## src/design/decode_pkg.sv

```systemverilog
`default_nettype none

package decode_pkg;

  // datapath widths
  localparam int XLEN      = 32;
  localparam int REG_IDX_W = 5;
  localparam int OP_W      = 4;

  // write-back booking, slot k is the port k+1 cycles after issue
  localparam int WB_SCHED_DEPTH   = 19;
  localparam int ALU_WB_SLOT      = 0;
  localparam int MUL_WB_SLOT      = 3;
  localparam int DIV_WB_SLOT      = 17;
  localparam int DIV_FAST_WB_SLOT = 0;

  typedef logic [XLEN-1:0]           word_t;
  typedef logic [REG_IDX_W-1:0]      reg_idx_t;
  typedef logic [OP_W-1:0]           unit_op_t;
  typedef logic [WB_SCHED_DEPTH-1:0] wb_sched_t;

  // divide operands that finish early
  localparam word_t DIV_MIN_DIVIDEND = 32'h8000_0000;
  localparam word_t DIV_ALL_ONES     = 32'hffff_ffff;

  // funct fields that steer the decode
  localparam logic [6:0] FUNCT7_MULDIV  = 7'b0000001;
  localparam logic [2:0] FUNCT3_FENCE_I = 3'b001;
  localparam logic [2:0] FUNCT3_SLL     = 3'b001;
  localparam logic [2:0] FUNCT3_SRX     = 3'b101;
  localparam unit_op_t   ALU_OP_ADD     = 4'b0000;

  typedef enum logic [6:0] {
    OPC_LOAD     = 7'b0000011,
    OPC_MISC_MEM = 7'b0001111,
    OPC_OP_IMM   = 7'b0010011,
    OPC_AUIPC    = 7'b0010111,
    OPC_STORE    = 7'b0100011,
    OPC_OP       = 7'b0110011,
    OPC_LUI      = 7'b0110111
  } opcode_t;

  typedef enum logic [2:0] {
    FU_NONE,
    FU_ARITH,
    FU_MUL,
    FU_DIV,
    FU_LS
  } fu_t;

  typedef enum logic [1:0] {
    SRC_A_RS1,
    SRC_A_PC,
    SRC_A_ZERO
  } src_a_t;

  typedef enum logic {
    SRC_B_RS2,
    SRC_B_IMM
  } src_b_t;

  typedef struct packed {
    word_t instr;
    word_t pc;
  } fetch_t;

  typedef struct packed {
    logic  rs1_ena;
    word_t rs1_data;
    logic  rs2_ena;
    word_t rs2_data;
  } bypass_t;

  typedef struct packed {
    logic arith;
    logic mul;
    logic div;
    logic ls;
  } unit_stall_t;

  typedef struct packed {
    fu_t      fu;
    unit_op_t op;
    reg_idx_t rd;
    reg_idx_t rs1;
    reg_idx_t rs2;
    src_a_t   src_a;
    src_b_t   src_b;
    word_t    imm;
    logic     is_fence;
  } decoded_t;

  typedef struct packed {
    word_t port_a;
    word_t port_b;
    word_t store_data;
  } operands_t;

  typedef struct packed {
    logic     valid;
    unit_op_t op;
    reg_idx_t rd;
    word_t    port_a;
    word_t    port_b;
    word_t    store_data;
  } issue_slot_t;

  typedef struct packed {
    issue_slot_t arith;
    issue_slot_t mul;
    issue_slot_t div;
    issue_slot_t ls;
  } issue_bus_t;

  typedef struct packed {
    logic icache_flush;
    logic dcache_flush;
  } cache_flush_t;

  typedef struct packed {
    logic iflush_done;
    logic dflush_done;
  } flush_done_t;

endpackage

`default_nettype wire

```

## src/design/instr_decoder.sv

```systemverilog
`default_nettype none

module instr_decoder (
  input  decode_pkg::fetch_t   fetch,
  output decode_pkg::decoded_t dec
);

  decode_pkg::word_t instr;
  decode_pkg::word_t imm_i;
  decode_pkg::word_t imm_s;
  decode_pkg::word_t imm_u;
  decode_pkg::word_t shamt;
  logic [2:0]        funct3;
  logic [6:0]        funct7;
  logic              is_shift;

  assign instr  = fetch.instr;
  assign funct3 = instr[14:12];
  assign funct7 = instr[31:25];

  // immediates, all sign extended except shamt
  assign imm_i = {{20{instr[31]}}, instr[31:20]};
  assign imm_s = {{20{instr[31]}}, instr[31:25], instr[11:7]};
  assign imm_u = {instr[31:12], 12'b0};
  assign shamt = {27'b0, instr[24:20]};

  assign is_shift = (funct3 == decode_pkg::FUNCT3_SLL) || (funct3 == decode_pkg::FUNCT3_SRX);

  always_comb begin
    dec          = '0;
    dec.fu       = decode_pkg::FU_NONE;
    dec.rs1      = instr[19:15];
    dec.rs2      = instr[24:20];
    dec.src_a    = decode_pkg::SRC_A_RS1;
    dec.src_b    = decode_pkg::SRC_B_RS2;
    case (instr[6:0])
      decode_pkg::OPC_LUI: begin
        dec.fu    = decode_pkg::FU_ARITH;
        dec.op    = decode_pkg::ALU_OP_ADD;
        dec.rd    = instr[11:7];
        dec.src_a = decode_pkg::SRC_A_ZERO;
        dec.src_b = decode_pkg::SRC_B_IMM;
        dec.imm   = imm_u;
      end
      decode_pkg::OPC_AUIPC: begin
        dec.fu    = decode_pkg::FU_ARITH;
        dec.op    = decode_pkg::ALU_OP_ADD;
        dec.rd    = instr[11:7];
        dec.src_a = decode_pkg::SRC_A_PC;
        dec.src_b = decode_pkg::SRC_B_IMM;
        dec.imm   = imm_u;
      end
      decode_pkg::OPC_OP: begin
        dec.rd = instr[11:7];
        if (funct7 == decode_pkg::FUNCT7_MULDIV) begin
          // funct3[2] splits multiply from divide/remainder
          dec.fu = funct3[2] ? decode_pkg::FU_DIV : decode_pkg::FU_MUL;
          dec.op = {1'b0, funct3};
        end else begin
          dec.fu = decode_pkg::FU_ARITH;
          dec.op = {instr[30], funct3};
        end
      end
      decode_pkg::OPC_OP_IMM: begin
        dec.fu    = decode_pkg::FU_ARITH;
        dec.rd    = instr[11:7];
        dec.src_b = decode_pkg::SRC_B_IMM;
        // bit 30 only selects srai, elsewhere it is immediate
        dec.op    = {(funct3 == decode_pkg::FUNCT3_SRX) && instr[30], funct3};
        dec.imm   = is_shift ? shamt : imm_i;
      end
      decode_pkg::OPC_LOAD: begin
        dec.fu    = decode_pkg::FU_LS;
        dec.op    = {1'b0, funct3};
        dec.rd    = instr[11:7];
        dec.src_b = decode_pkg::SRC_B_IMM;
        dec.imm   = imm_i;
      end
      decode_pkg::OPC_STORE: begin
        dec.fu    = decode_pkg::FU_LS;
        dec.op    = {1'b1, funct3};
        dec.src_b = decode_pkg::SRC_B_IMM;
        dec.imm   = imm_s;
      end
      decode_pkg::OPC_MISC_MEM: begin
        // plain fence falls through as a no-op
        dec.is_fence = (funct3 == decode_pkg::FUNCT3_FENCE_I);
      end
      default: begin
        dec.fu = decode_pkg::FU_NONE;
      end
    endcase
  end

endmodule

`default_nettype wire

```

## config.mk

```make
export PLATFORM = sky130hd
export DESIGN_NAME = instr_decoder
export DESIGN_NICKNAME = d
export VERILOG_FILES = /design/src/design/decode_pkg.sv /design/src/design/instr_decoder.sv
export SDC_FILE = /design/constraint.sdc
export NUM_CORES = 1
export LEC_CHECK = 0
export BUFFER_PORTS_ARGS = -buffer_cell sky130_fd_sc_hd__buf_2
export CORE_UTILIZATION = 30
export DETAILED_ROUTE_END_ITERATION = 7
export PLACE_DENSITY = 0.91
export SYNTH_ARGS = -nofsm -noshare
export SYNTH_HDL_FRONTEND = slang
export SYNTH_SLANG_ARGS = --single-unit
```

## constraint.sdc

```tcl
create_clock -name vclk -period 1.2
set_clock_uncertainty 0.05 [all_clocks]
set_input_delay 0.06 -clock vclk [all_inputs]
set_output_delay 0.06 -clock vclk [all_outputs]
set_load 0.02 [all_outputs]
```

* Yosys cells after proc, flatten, opt, wreduce, memory -nomap -nowiden
Index checks and enable logic that the tools add are counted.
** Operators by class
- $add $sub $neg :: 0
- Multiply operators :: 0
- Div/mod/pow operators :: 0
- $lt $le $gt $ge :: 0
- Equal/unequal tests :: 10
- Shift operators :: 0
- Muxes and demuxes :: 9
- Bitwise operators :: 0
- Reductions and logical operators :: 6
** Operator list (number)
- one-hot mux 33 bit (4 select lines) :: 1
- two-way mux 32 bit :: 1
- equality test 7 x 6 -> 1 bit (second input constant) :: 3
- one-hot mux 4 bit (4 select lines) :: 1
- equality test 7 x 5 -> 1 bit (second input constant) :: 2
- one-hot mux 3 bit (3 select lines) :: 1
- equality test 7 x 1 -> 1 bit (second input constant) :: 1
- equality test 7 x 2 -> 1 bit (second input constant) :: 1
- equality test 7 x 4 -> 1 bit (second input constant) :: 1
- two-way mux 6 bit :: 1
- two-way mux 5 bit :: 1
- OR reduction 5 bit :: 1
- one-hot mux 2 bit (2 select lines) :: 1
- OR reduction 2 bit :: 2
- equality test 3 x 1 -> 1 bit (second input constant) :: 1
- equality test 3 bit (second input constant) :: 1
- OR reduction 3 bit :: 1
- two-way mux 1 bit :: 2
- logical AND 1 bit :: 1
- logical OR 1 bit :: 1
** Storage, ports and cells
- Flip-flop bits (word level) :: 0
- Bits in latches :: 0
- Bits in writable memories :: 0
- Bits in read-only memories :: 0
- Input bits :: 64
- Output and inout bits :: 58
- Word-level logic and storage cells :: 25
- Memories :: 0

* Depth between registers and ports, before layout
Gate-level depths: netlist of the first run.
- Word-level depth :: 4
- Gate-level depth with buffers :: 6
- Mapped depth without buffers :: 3

* Worst setup path before layout of the first run
OpenSTA, ideal clock, no wires.
- Kind :: input -> output
- Start :: in fetch[35] (netlist bit)
- End :: out dec[10] (netlist bit)
- Arrival time :: 1.250 ns
- Required time :: 1.090 ns
- Slack :: -0.160 ns
- Stages :: 5
- Buffers on the path :: 2
- Cells stage by stage :: and4bb_2 > nand2b_1 > buf_6 > buf_6 > nor3b_1
** RTL lines
- from (decl) :: line instr_decoder.sv:4 : input decode_pkg::fetch_t fetch,
- to (decl) :: line instr_decoder.sv:5 : output decode_pkg::decoded_t dec

==> summary.txt, run 1 <==
Setup path
  – Crit path required time: 1090 ps
  – Worst setup SP type: input pin
  – CP endpoint kind: output pin
  – Crit path DAT: about 1300 ps
  – Worst-path fanout max: 9
  – Slowest stage delay, CP: 350 ps
  – CP Launch Point: fetch[35]
  – Worst path most repeated cell: buf_6
  – Setup CP Type: in2out
  – CP max-delay cell: and4bb_2
  – CP Cell Sequence: buf_6, and4bb_2, nand2b_4, clkbuf_16, o31ai_4, buf_6

Timing
  – Final Setup Violations: 47
  – Hold_ws: 326 ps
  – RSZ-0062 raised after global routing: true
  – Setup slack after layout: -193 ps
  – Crit path time final: ~1400 ps
  – Max-slew violation total from the final report: 0
  – Sum of negative setup slack: -4950 ps
  – Max Clock Freq: between 700 and 800 MHz
  – Hold Vio Cnt, Final: 0
  – Worst-Margin Slew: 390 ps
  – Max_slew headroom: 0.740
  – Final worst-path cycle share: 1.16

Detailed routing
  – Routed via count: around 1500
  – Pre-antenna DRT Iters: 4
  – Post-route ant nets: 0
  – Post-DR wirelength/cell: around 22 um
  – Vias/cell: 6.09
  – DR iter-0 viols: 40
  – Drt drc: 0
  – WL final: 5380 um

Yosys
  – Yosys warns: 0
  – Synth top cells by count: nand3_1 (18), o31ai_1 (15), nor2_1 (14)
  – Share of the synthesized area in the top cell type: 0.149
  – Count of different cell masters after synthesis: 26
  – Mean post-synth cell area: 6.07 um2
  – Most frequent cell after synthesis: nand3_1
  – Leading area contributor after synthesis: o31ai_1
  – Sequential area share after synthesis: 0
  – Dominant cells by area after synthesis: o31ai_1 (15%), nand3_1 (12%), buf_4 (9.9%), nor2_1 (6.9%), buf_2 (6.6%)
  – Syn Inst Count: 125
  – Synth Cell Area: 758 um2
  – Post-synth net total: ~190

Floorplanning
  – Die Span Y: around 52 um
  – Row cnt: 17
  – Initial Util: 0.330
  – DIE AREA: roughly 0.0027 mm2
  – Core area: 0.00230 mm2
  – Io pins: between 100 and 150
  – Die Width: 52.3 um

Placed design
  – Routability cong.: around 0.78
  – I/O Buffers: 90
  – DP Area: 0.00132 mm2
  – Placed insts: 240
  – Hpwl dp: 2430 um

Power and ir drop
  – Power density over cell area: 233 mW/mm2
  – Pleak: approximately 0.93 nW
  – Max VDD drop: 0.204 mV

Final layout
  – Fin util: 0.950
  – Fill count: 61
  – Clock buffer cells: 0
  – # nets final: 285
  – Final Instance Area: about 0.0022 mm2
  – Non-Filler Instances: 247
  – Synth-to-layout area growth: 188%
  – Footprint of the multi-input gates: 0.00105 mm2
  – Seq Cell Count: 0
  – ANT cells: 0
  – Layout cells sized above 1: 0.795
  – FF/Latch Area: 0 um2

Global route
  – Antenna violations before repair: 0
  – Grt ovf: 0
  – Number of global-route vias before repair: around 1300
  – Largest net degree at the start of global routing: 22
  – Gr usage total: 0.261
  – Wire length of the first global-routing pass: 5540 um

Job
  – Max cap viols: 0

Run status
  – Status: complete, but fails checks
  – Failing checks: setup timing

Clock network
  – Hold Buf Count CTS: 0

Hold path
  – Worst hold start: fetch[38]
  – Hold Path Depth: 3
  – WHS Endpoint: dec[0]
  – Hold Path Class: in2out
==> through the flow <==
stage                     setup WS, ps  total power [mW]
after floorplan                   -160             0.187
after global placement            -105             0.322
after detailed placement          -143             0.328
after CTS                        -97.8             0.406
after global routing              -236             0.526
final                             -193             0.509
==> timing repair <==
action                                  in CTS  in global routing
pin swaps                                   10                 16
setup buffers                                3                  1
gates cloned                                 1                  2
gates resized for setup                    102                 71
endpoints found under the setup margin      43                 46
==> placed cells by master, fill, tap and decap left out, types with 4 or more instances in the layout <==
cell type  count
nor2b_1        6
nand3_1       10
o31ai_4       13
buf_4         27
a21oi_1        4
buf_12         5
buf_6         38
nor3b_2        5
buf_8          4
o31ai_2        4
nor2_4         7
nand3_2        4
buf_2         42
nor2_1         7
inv_1          5
nand3_4        4
==> worst max-delay path by stage <==
stage	cells after the start	to	slack (ps)
2_1_floorplan	5	dec[10]	-160
3_3_place_gp	7	dec[3]	-100
3_5_place_dp	7	dec[2]	-140
4_1_cts	6	dec[14]	-100
5_1_grt	6	dec[32]	-240
6_report	6	dec[22]	-190
==> routing by layer <==
layer  vias to the layer above  wire length [um]  GRT usage
li1                        636                 -          -
met1                       714              1790      0.272
met2                       116              2870      0.558
met3                        39               430     0.0145
met4                         0               289     0.0439
met5                         -                 0          0
==> power by group <==
part | total (mW) | switching (mW) | internal (mW)
Sequential | 0 | 0 | 0
Clock | 0 | 0 | 0
Combinational | 0.509 | 0.305 | 0.204
Total | 0.509 | 0.305 | 0.204
==> cells by family (layout without fill, tap and decap cells) <==
| kind of cell | count (synthesis) | after routing | share of synthesized area |
|---|---|---|---|
| AND/OR/NAND/NOR | 65 | 65 | 0.469 |
| AO/OA/AOI/OAI | 30 | 30 | 0.297 |
| buffers and inverters | 30 | 124 | 0.234 |
==> cell type report <==
type               count  share of cell area
repair buffers       119               0.494
multi-input cells     95               0.481
well taps             28              0.0161
inverters              5             0.00860
==> critical path: cells and delay by family <==
| family | cells | cell delay [ps] |
|---|---|---|
| AO/OA/AOI/OAI | 1 | 260 |
| buffers and inverters | 3 | 460 |
| AND/OR/NAND/NOR | 2 | 490 |
Power figures use the tool's default switching activity.
==> inputs of run 2 (changes only) <==
--- a/config.mk
+++ b/config.mk
@@ -7,7 +7,9 @@
 export LEC_CHECK = 0
 export BUFFER_PORTS_ARGS = -buffer_cell sky130_fd_sc_hd__buf_2
+export CORE_MARGIN = 8
 export CORE_UTILIZATION = 30
 export DETAILED_ROUTE_END_ITERATION = 7
 export PLACE_DENSITY = 0.91
+export REMOVE_ABC_BUFFERS = 1
 export SYNTH_ARGS = -nofsm -noshare
 export SYNTH_HDL_FRONTEND = slang
==> constraint.sdc (replaced) <==
create_clock -name vclk -period 1.2
set_clock_uncertainty 0.05 [all_clocks]
set_input_delay 0.12 -clock vclk [all_inputs]
set_output_delay 0.12 -clock vclk [all_outputs]
set_load 0.02 [all_outputs]
==> run 2 against run 1 <==
Against the previous run:
- the flow still finishes with violations (setup timing)
- clock-buffer cell count is the same
- global-route usage down 7.6 points
- combinational power decreased by 1%
- worst hold slack improved by 100 ps
- routed wire length is 13% higher
- fmax down 6.2%
- total power is 0.91% lower
- sequential share of layout area did not move
- final cell count grew 0.81%
- sequential cell count stayed put
- highest routed layer unchanged
==> summary.txt, run 2 (synthesis gave the netlist of run 1 again) <==
Run status
  – Status: complete, but fails checks
  – Failing checks: setup timing

Power and ir drop
  – Pleak: 0.886 nW (-4.7%)
  – Max VDD drop: 0.226 mV (+11%)
  – Switch Pwr: 0.289 mW (-5.2%)
  – Power density over cell area: 260 mW/mm2 (+11%)
  – Comb power frac: 1.000 (about the same)
  – Sw frac: 0.573 (-0.0260)
  – Clock network fraction of total power: 0 (unchanged)
  – Total design power: 0.504 mW (-0.91%)
  – Internal: 0.215 mW (+5.5%)
  – Register share of total power: 0 (unchanged)

Floorplanning
  – Die Width: 66.3 um (+27%)
  – Row cnt: 18 (+1)
  – DIE AREA: 0.00439 mm2 (+61%)
  – Initial Util: 0.312 (-0.0183)
  – Io pins: 122 (unchanged)
  – Die Span Y: 66.3 um (+27%)
  – Core area: 0.00243 mm2 (+5.9%)

Timing
  – Max-slew violation total from the final report: 0 (unchanged)
  – Setup slack after layout: -285 ps (-92.1 ps)
  – Crit path time final: 1480 ps (+92.1 ps)
  – Max_slew headroom: 0.791 (+0.0513)
  – Hold Vio Cnt, Final: 0 (unchanged)
  – Final worst-path cycle share: 1.24 (+0.0767)
  – Final Setup Violations: 48 (+2.1%)
  – Worst-Margin Slew: 313 ps (-77.0 ps)
  – RSZ-0062 raised after global routing: true
  – Max Clock Freq: 673 MHz (-6.2%)

Setup path
  – Crit path DAT: 1310 ps (+30 ps)
  – CP Cell Sequence: buf_6, and4bb_2, buf_6, buf_12, nand3_1, o31ai_4, buf_6
  – Setup CP Type: in2out
  – CP endpoint kind: output pin
  – CP max-delay cell: and4bb_2
  – Worst-path fanout max: 12 (+3)
  – Crit path required time: 1030 ps (-60 ps)
  – Worst setup SP type: input pin
  – Slowest stage delay, CP: 340 ps (about the same)
  – Worst path most repeated cell: buf_6

Job
  – Max cap viols: 0 (unchanged)

Hold path
  – Worst hold start: fetch[50]
  – WHS Endpoint: dec[44]
  – Hold Path Depth: 2 (-1)
  – Hold Path Class: in2out

Detailed routing
  – Vias/cell: 6.10 (about the same)
  – WL final: 6080 um (+13%)
  – Routed via count: 1518 (+0.86%)
  – Post-DR wirelength/cell: 24.4 um (+12%)
  – Drt drc: 0 (unchanged)
  – Post-route ant nets: 0 (unchanged)
  – DR iter-0 viols: 160 (+300%)
  – Pre-antenna DRT Iters: 4 (unchanged)

Final layout
  – Commonest non-fill, non-tap cell in the layout: buf_4
  – Most frequent cells in the layout: buf_4 (44), buf_2 (39), buf_6 (25)
  – FF/Latch Area: 0 um2 (unchanged)
  – # nets final: 285 (unchanged)
  – ANT cells: 0 (unchanged)
  – Layout cells sized above 1: 0.753 (-0.0411)
  – Synth-to-layout area growth: 156%
  – Fill count: 120 (+97%)
  – Clock buffer cells: 0 (unchanged)
  – Seq Cell Count: 0 (unchanged)
  – Footprint of the multi-input gates: 873 um2 (-17%)
  – Non-Filler Instances: 249 (+0.81%)

Global route
  – Wire length of the first global-routing pass: 6660 um (+20%)
  – Gr usage total: 0.185 (-0.0758)
  – Number of global-route vias before repair: 1330 (+4.4%)
  – Largest net degree at the start of global routing: 27 (+23%)
  – Grt ovf: 0 (unchanged)
  – Antenna violations before repair: 0 (unchanged)

Placed design
  – Placed insts: 239 (-0.42%)
  – Routability cong.: 0.849 (+8.2%)
  – I/O Buffers: 90 (unchanged)
  – Hpwl dp: 2920 um (+20%)

Clock network
  – Hold Buf Count CTS: 0 (unchanged)
## run 2: cell types whose count changed in the layout (fill, tap and decap cells not counted), moves of 4 or more
cell and change:
nor2_4 -5, o31ai_2 +7, buf_4 +17, o31ai_4 -8
nand3_1 +6, buf_6 -13, nor2_1 +4
## run 2: power groups by stage
stage	combinational, mW	clock (mW)	sequential (mW)
after floorplan	0.109	0	0
after global placement	0.316	0	0
after detailed placement	0.321	0	0
after CTS	0.383	0	0
after global routing	0.519	0	0
final	0.504	0	0
## run 2: worst max-delay path by stage
stage	startpoint	to	slack [ps]	depth (start not counted)
2_1_floorplan	fetch[35]	dec[13]	-1030	3
3_3_place_gp	fetch[35]	dec[14]	-210	6
3_5_place_dp	fetch[35]	dec[13]	-290	6
4_1_cts	fetch[38]	dec[15]	-200	6
5_1_grt	fetch[38]	dec[19]	-310	7
6_report	fetch[38]	dec[19]	-280	7
## run 2: critical path: cells and delay by family
kind | cells | cell delay [ps]
buf+inv | 4 | 580
simple gates | 2 | 500
compound gates | 1 | 110
## run 2: layout make-up
| type | instances | area share |
|---|---|---|
| Multi-Input combinational cell | 95 | 0.449 |
| Timing Repair inverter | 1 | 0.00386 |
| Tap cell | 30 | 0.0193 |
| Timing Repair Buffer | 118 | 0.516 |
| Inverter | 5 | 0.0116 |
## run 2: routing by layer
metal | global-route usage | up-vias | wire length [um]
li1 | - | 627 | -
met2 | 0.355 | 134 | 3010
met3 | 0.0390 | 22 | 677
met5 | 0 | - | 0
met1 | 0.198 | 735 | 2150
met4 | 0.0427 | 0 | 247
## run 2: per-stage QoR
| step | setup slack (ps) | cell area [um2] | TNS (ps) | hold slack, ps | util |
|---|---|---|---|---|---|
| after global placement | -211 | 1280 | -6780 | 424 | 0.526 |
| after global routing | -308 | 1940 | -10280 | 432 | 0.799 |
| after floorplan | -1030 | 599 | -34410 | 190 | - |
| after detailed placement | -286 | 1280 | -7810 | 426 | 0.526 |
| after CTS | -201 | 1620 | -6290 | 426 | 0.667 |
| final | -285 | 1940 | -8490 | 426 | 0.799 |
## run 2: repair_timing
action,in CTS,in global routing
pin swaps,10,7
buffers inserted,0,5
endpoints found under the setup margin,47,48
resized for setup,86,52
cloned,3,2
==> inputs of run 3 (changes only) <==
CELL_PAD_IN_SITES_DETAIL_PLACEMENT = 2   (was unset)
CELL_PAD_IN_SITES_GLOBAL_PLACEMENT = 2   (was unset)
CORE_UTILIZATION = 11   (was 30)
GPL_TIMING_DRIVEN = 0   (was unset)
PLACE_DENSITY = 0.88   (was 0.91)
==> run 3 against run 2 <==
Against the previous run:
- the run still ends with setup timing left
- first-iteration DRC count decreased by 88%
- die area increased by 120%
- worst hold slack gained 2.9 ps
- sequential cell count is the same
- routed wire length grew 7.0%
- cell area increased by 4.7%
- combinational power is 3% lower
- global-route usage shrank 7.1 points
- clock-buffer cell count stayed put
- critical endpoint is now dec[15]
==> summary.txt, run 3 (synthesis gave the netlist of run 1 again) <==
Floorplanning
  – Core area: 0.00672 mm2 (+180%)
  – Die Span Y: 99.0 um (+49%)
  – Die Width: 99.0 um (+49%)
  – Row cnt: 30 (+12)
  – DIE AREA: 0.00981 mm2 (+120%)
  – Initial Util: 0.113 (-0.199)
  – Io pins: 122 (unchanged)

Detailed routing
  – WL final: 6510 um (+7.0%)
  – Pre-antenna DRT Iters: 4 (unchanged)
  – Drt drc: 0 (unchanged)
  – Vias/cell: 4.65 (-24%)
  – Routed via count: 1354 (-11%)
  – DR iter-0 viols: 20 (-88%)
  – Post-DR wirelength/cell: 22.4 um (-8.4%)
  – Post-route ant nets: 0 (unchanged)

Power and ir drop
  – Clock network fraction of total power: 0 (unchanged)
  – Pleak: 0.840 nW (-5.1%)
  – Comb power frac: 1.000 (about the same)
  – Sw frac: 0.588 (+0.0146)
  – Register share of total power: 0 (unchanged)
  – Power density over cell area: 239 mW/mm2 (-7.9%)
  – Max VDD drop: 0.0897 mV (-60%)
  – Switch Pwr: 0.286 mW (-1.1%)
  – Internal: 0.201 mW (-6.8%)

Placed design
  – Placed insts: 270 (+13%)
  – Routability cong.: 0.705 (-17%)
  – I/O Buffers: 90 (unchanged)
  – DP Area: 0.00115 mm2 (-10%)
  – Worst slack at placement: -1200 ps (-916 ps)
  – Hpwl dp: 3620 um (+24%)

Final layout
  – Clock buffer cells: 0 (unchanged)
  – Synth-to-layout area growth: 168%
  – Most frequent cells in the layout: buf_2 (38), buf_4 (28), buf_6 (22)
  – Non-Filler Instances: 291 (+17%)
  – Seq Cell Count: 0 (unchanged)
  – # nets final: 277 (-2.8%)
  – FF/Latch Area: 0 um2 (unchanged)
  – Commonest non-fill, non-tap cell in the layout: buf_2
  – Final Instance Area: 0.00203 mm2 (+4.7%)
  – Layout cells sized above 1: 0.796 (+0.0428)
  – ANT cells: 0 (unchanged)

Setup path
  – CP Cell Sequence: buf_8, and4bb_4, buf_12, nand2b_4, o32ai_2, buf_4
  – CP endpoint kind: output pin
  – Crit path required time: 1030 ps (about the same)
  – Worst setup SP type: input pin
  – Crit path DAT: 1300 ps (about the same)
  – Bufs and invs on worst path: 3 (-1)
  – Worst-path fanout max: 5 (-7)
  – Family with the most delay on the worst path: simple AND/OR/NAND/NOR gates
  – CP max-delay cell: and4bb_4
  – Slowest stage delay, CP: 380 ps (+40 ps)
  – Setup CP Type: in2out

Timing
  – Max Clock Freq: 679 MHz (+0.81%)
  – Max_slew headroom: 0.773 (-0.0185)
  – Crit path time final: 1470 ps (-11.9 ps)
  – Worst-Margin Slew: 340 ps (+27.1 ps)
  – Max-slew violation total from the final report: 0 (unchanged)
  – Setup slack after layout: -273 ps (+11.9 ps)
  – Hold_ws: 429 ps (+2.90 ps)
  – Final Setup Violations: 47 (-2.1%)
  – RSZ-0062 raised after global routing: true
  – Hold Vio Cnt, Final: 0 (unchanged)
  – Final worst-path cycle share: 1.23 (-0.00990)

Run status
  – Status: complete, but fails checks
  – Failing checks: setup timing

Global route
  – Largest net degree at the start of global routing: 28 (+3.7%)
  – Grt ovf: 0 (unchanged)
  – Wire length of the first global-routing pass: 8920 um (+34%)
  – Antenna violations before repair: 0 (unchanged)
  – Number of global-route vias before repair: 1503 (+13%)
  – Gr usage total: 0.114 (-0.0711)

Hold path
  – Hold Path Depth: 2 (unchanged)
  – Worst hold start: fetch[51]
  – Hold Path Class: in2out
  – WHS Endpoint: dec[45]

Clock network
  – Hold Buf Count CTS: 0 (unchanged)

Job
  – Max cap viols: 0 (unchanged)
[run 3: what timing repair did]
item	4_1_cts	5_1_grt
setup buffers	4	7
setup endpoints to repair	47	48
endpoints found under the hold margin	0	0
gates resized for setup	97	64
pin swaps	20	19
cloned	8	2
[run 3: how the worst max path moves through the flow]
stage | from | end | slack (ps) | cells after the start
after floorplan | fetch[35] | dec[13] | -1030 | 3
after global placement | fetch[35] | dec[15] | -1560 | 5
after detailed placement | fetch[35] | dec[15] | -1200 | 5
after CTS | fetch[38] | dec[23] | -270 | 7
after global routing | fetch[35] | dec[25] | -320 | 6
final | fetch[35] | dec[15] | -270 | 6
[run 3: cell type report]
cell class | count | area [um2]
tap | 80 | 100
inverter | 5 | 22.5
fill | 754 | 4680
multi-input combinational | 104 | 1050
timing repair buffer | 101 | 856
timing repair inverter | 1 | 7.51
[run 3: per-layer routing]
layer	track usage	wire length (um)	up-vias	part of all wire
met5	0	0	-	0
met3	0.0261	393	13	0.060
li1	-	-	636	-
met1	0.123	2490	648	0.38
met4	0.0213	196	0	0.030
met2	0.219	3430	57	0.53
[run 3: metrics by stage]
stage                     setup TNS (ps)   util  power [mW]
after floorplan                   -34410      -       0.109
after global routing               -9540  0.303       0.515
after global placement            -57480  0.171       0.278
after CTS                          -9900  0.243       0.388
final                              -8110  0.303       0.487
after detailed placement          -43170  0.172       0.283
[run 3: power by group through the flow]
stage / logic [mW] / registers (mW) / clock network [mW]
CTS: 0.388 / 0 / 0
global placement: 0.278 / 0 / 0
floorplan: 0.109 / 0 / 0
global route: 0.515 / 0 / 0
detailed placement: 0.283 / 0 / 0
finish: 0.487 / 0 / 0
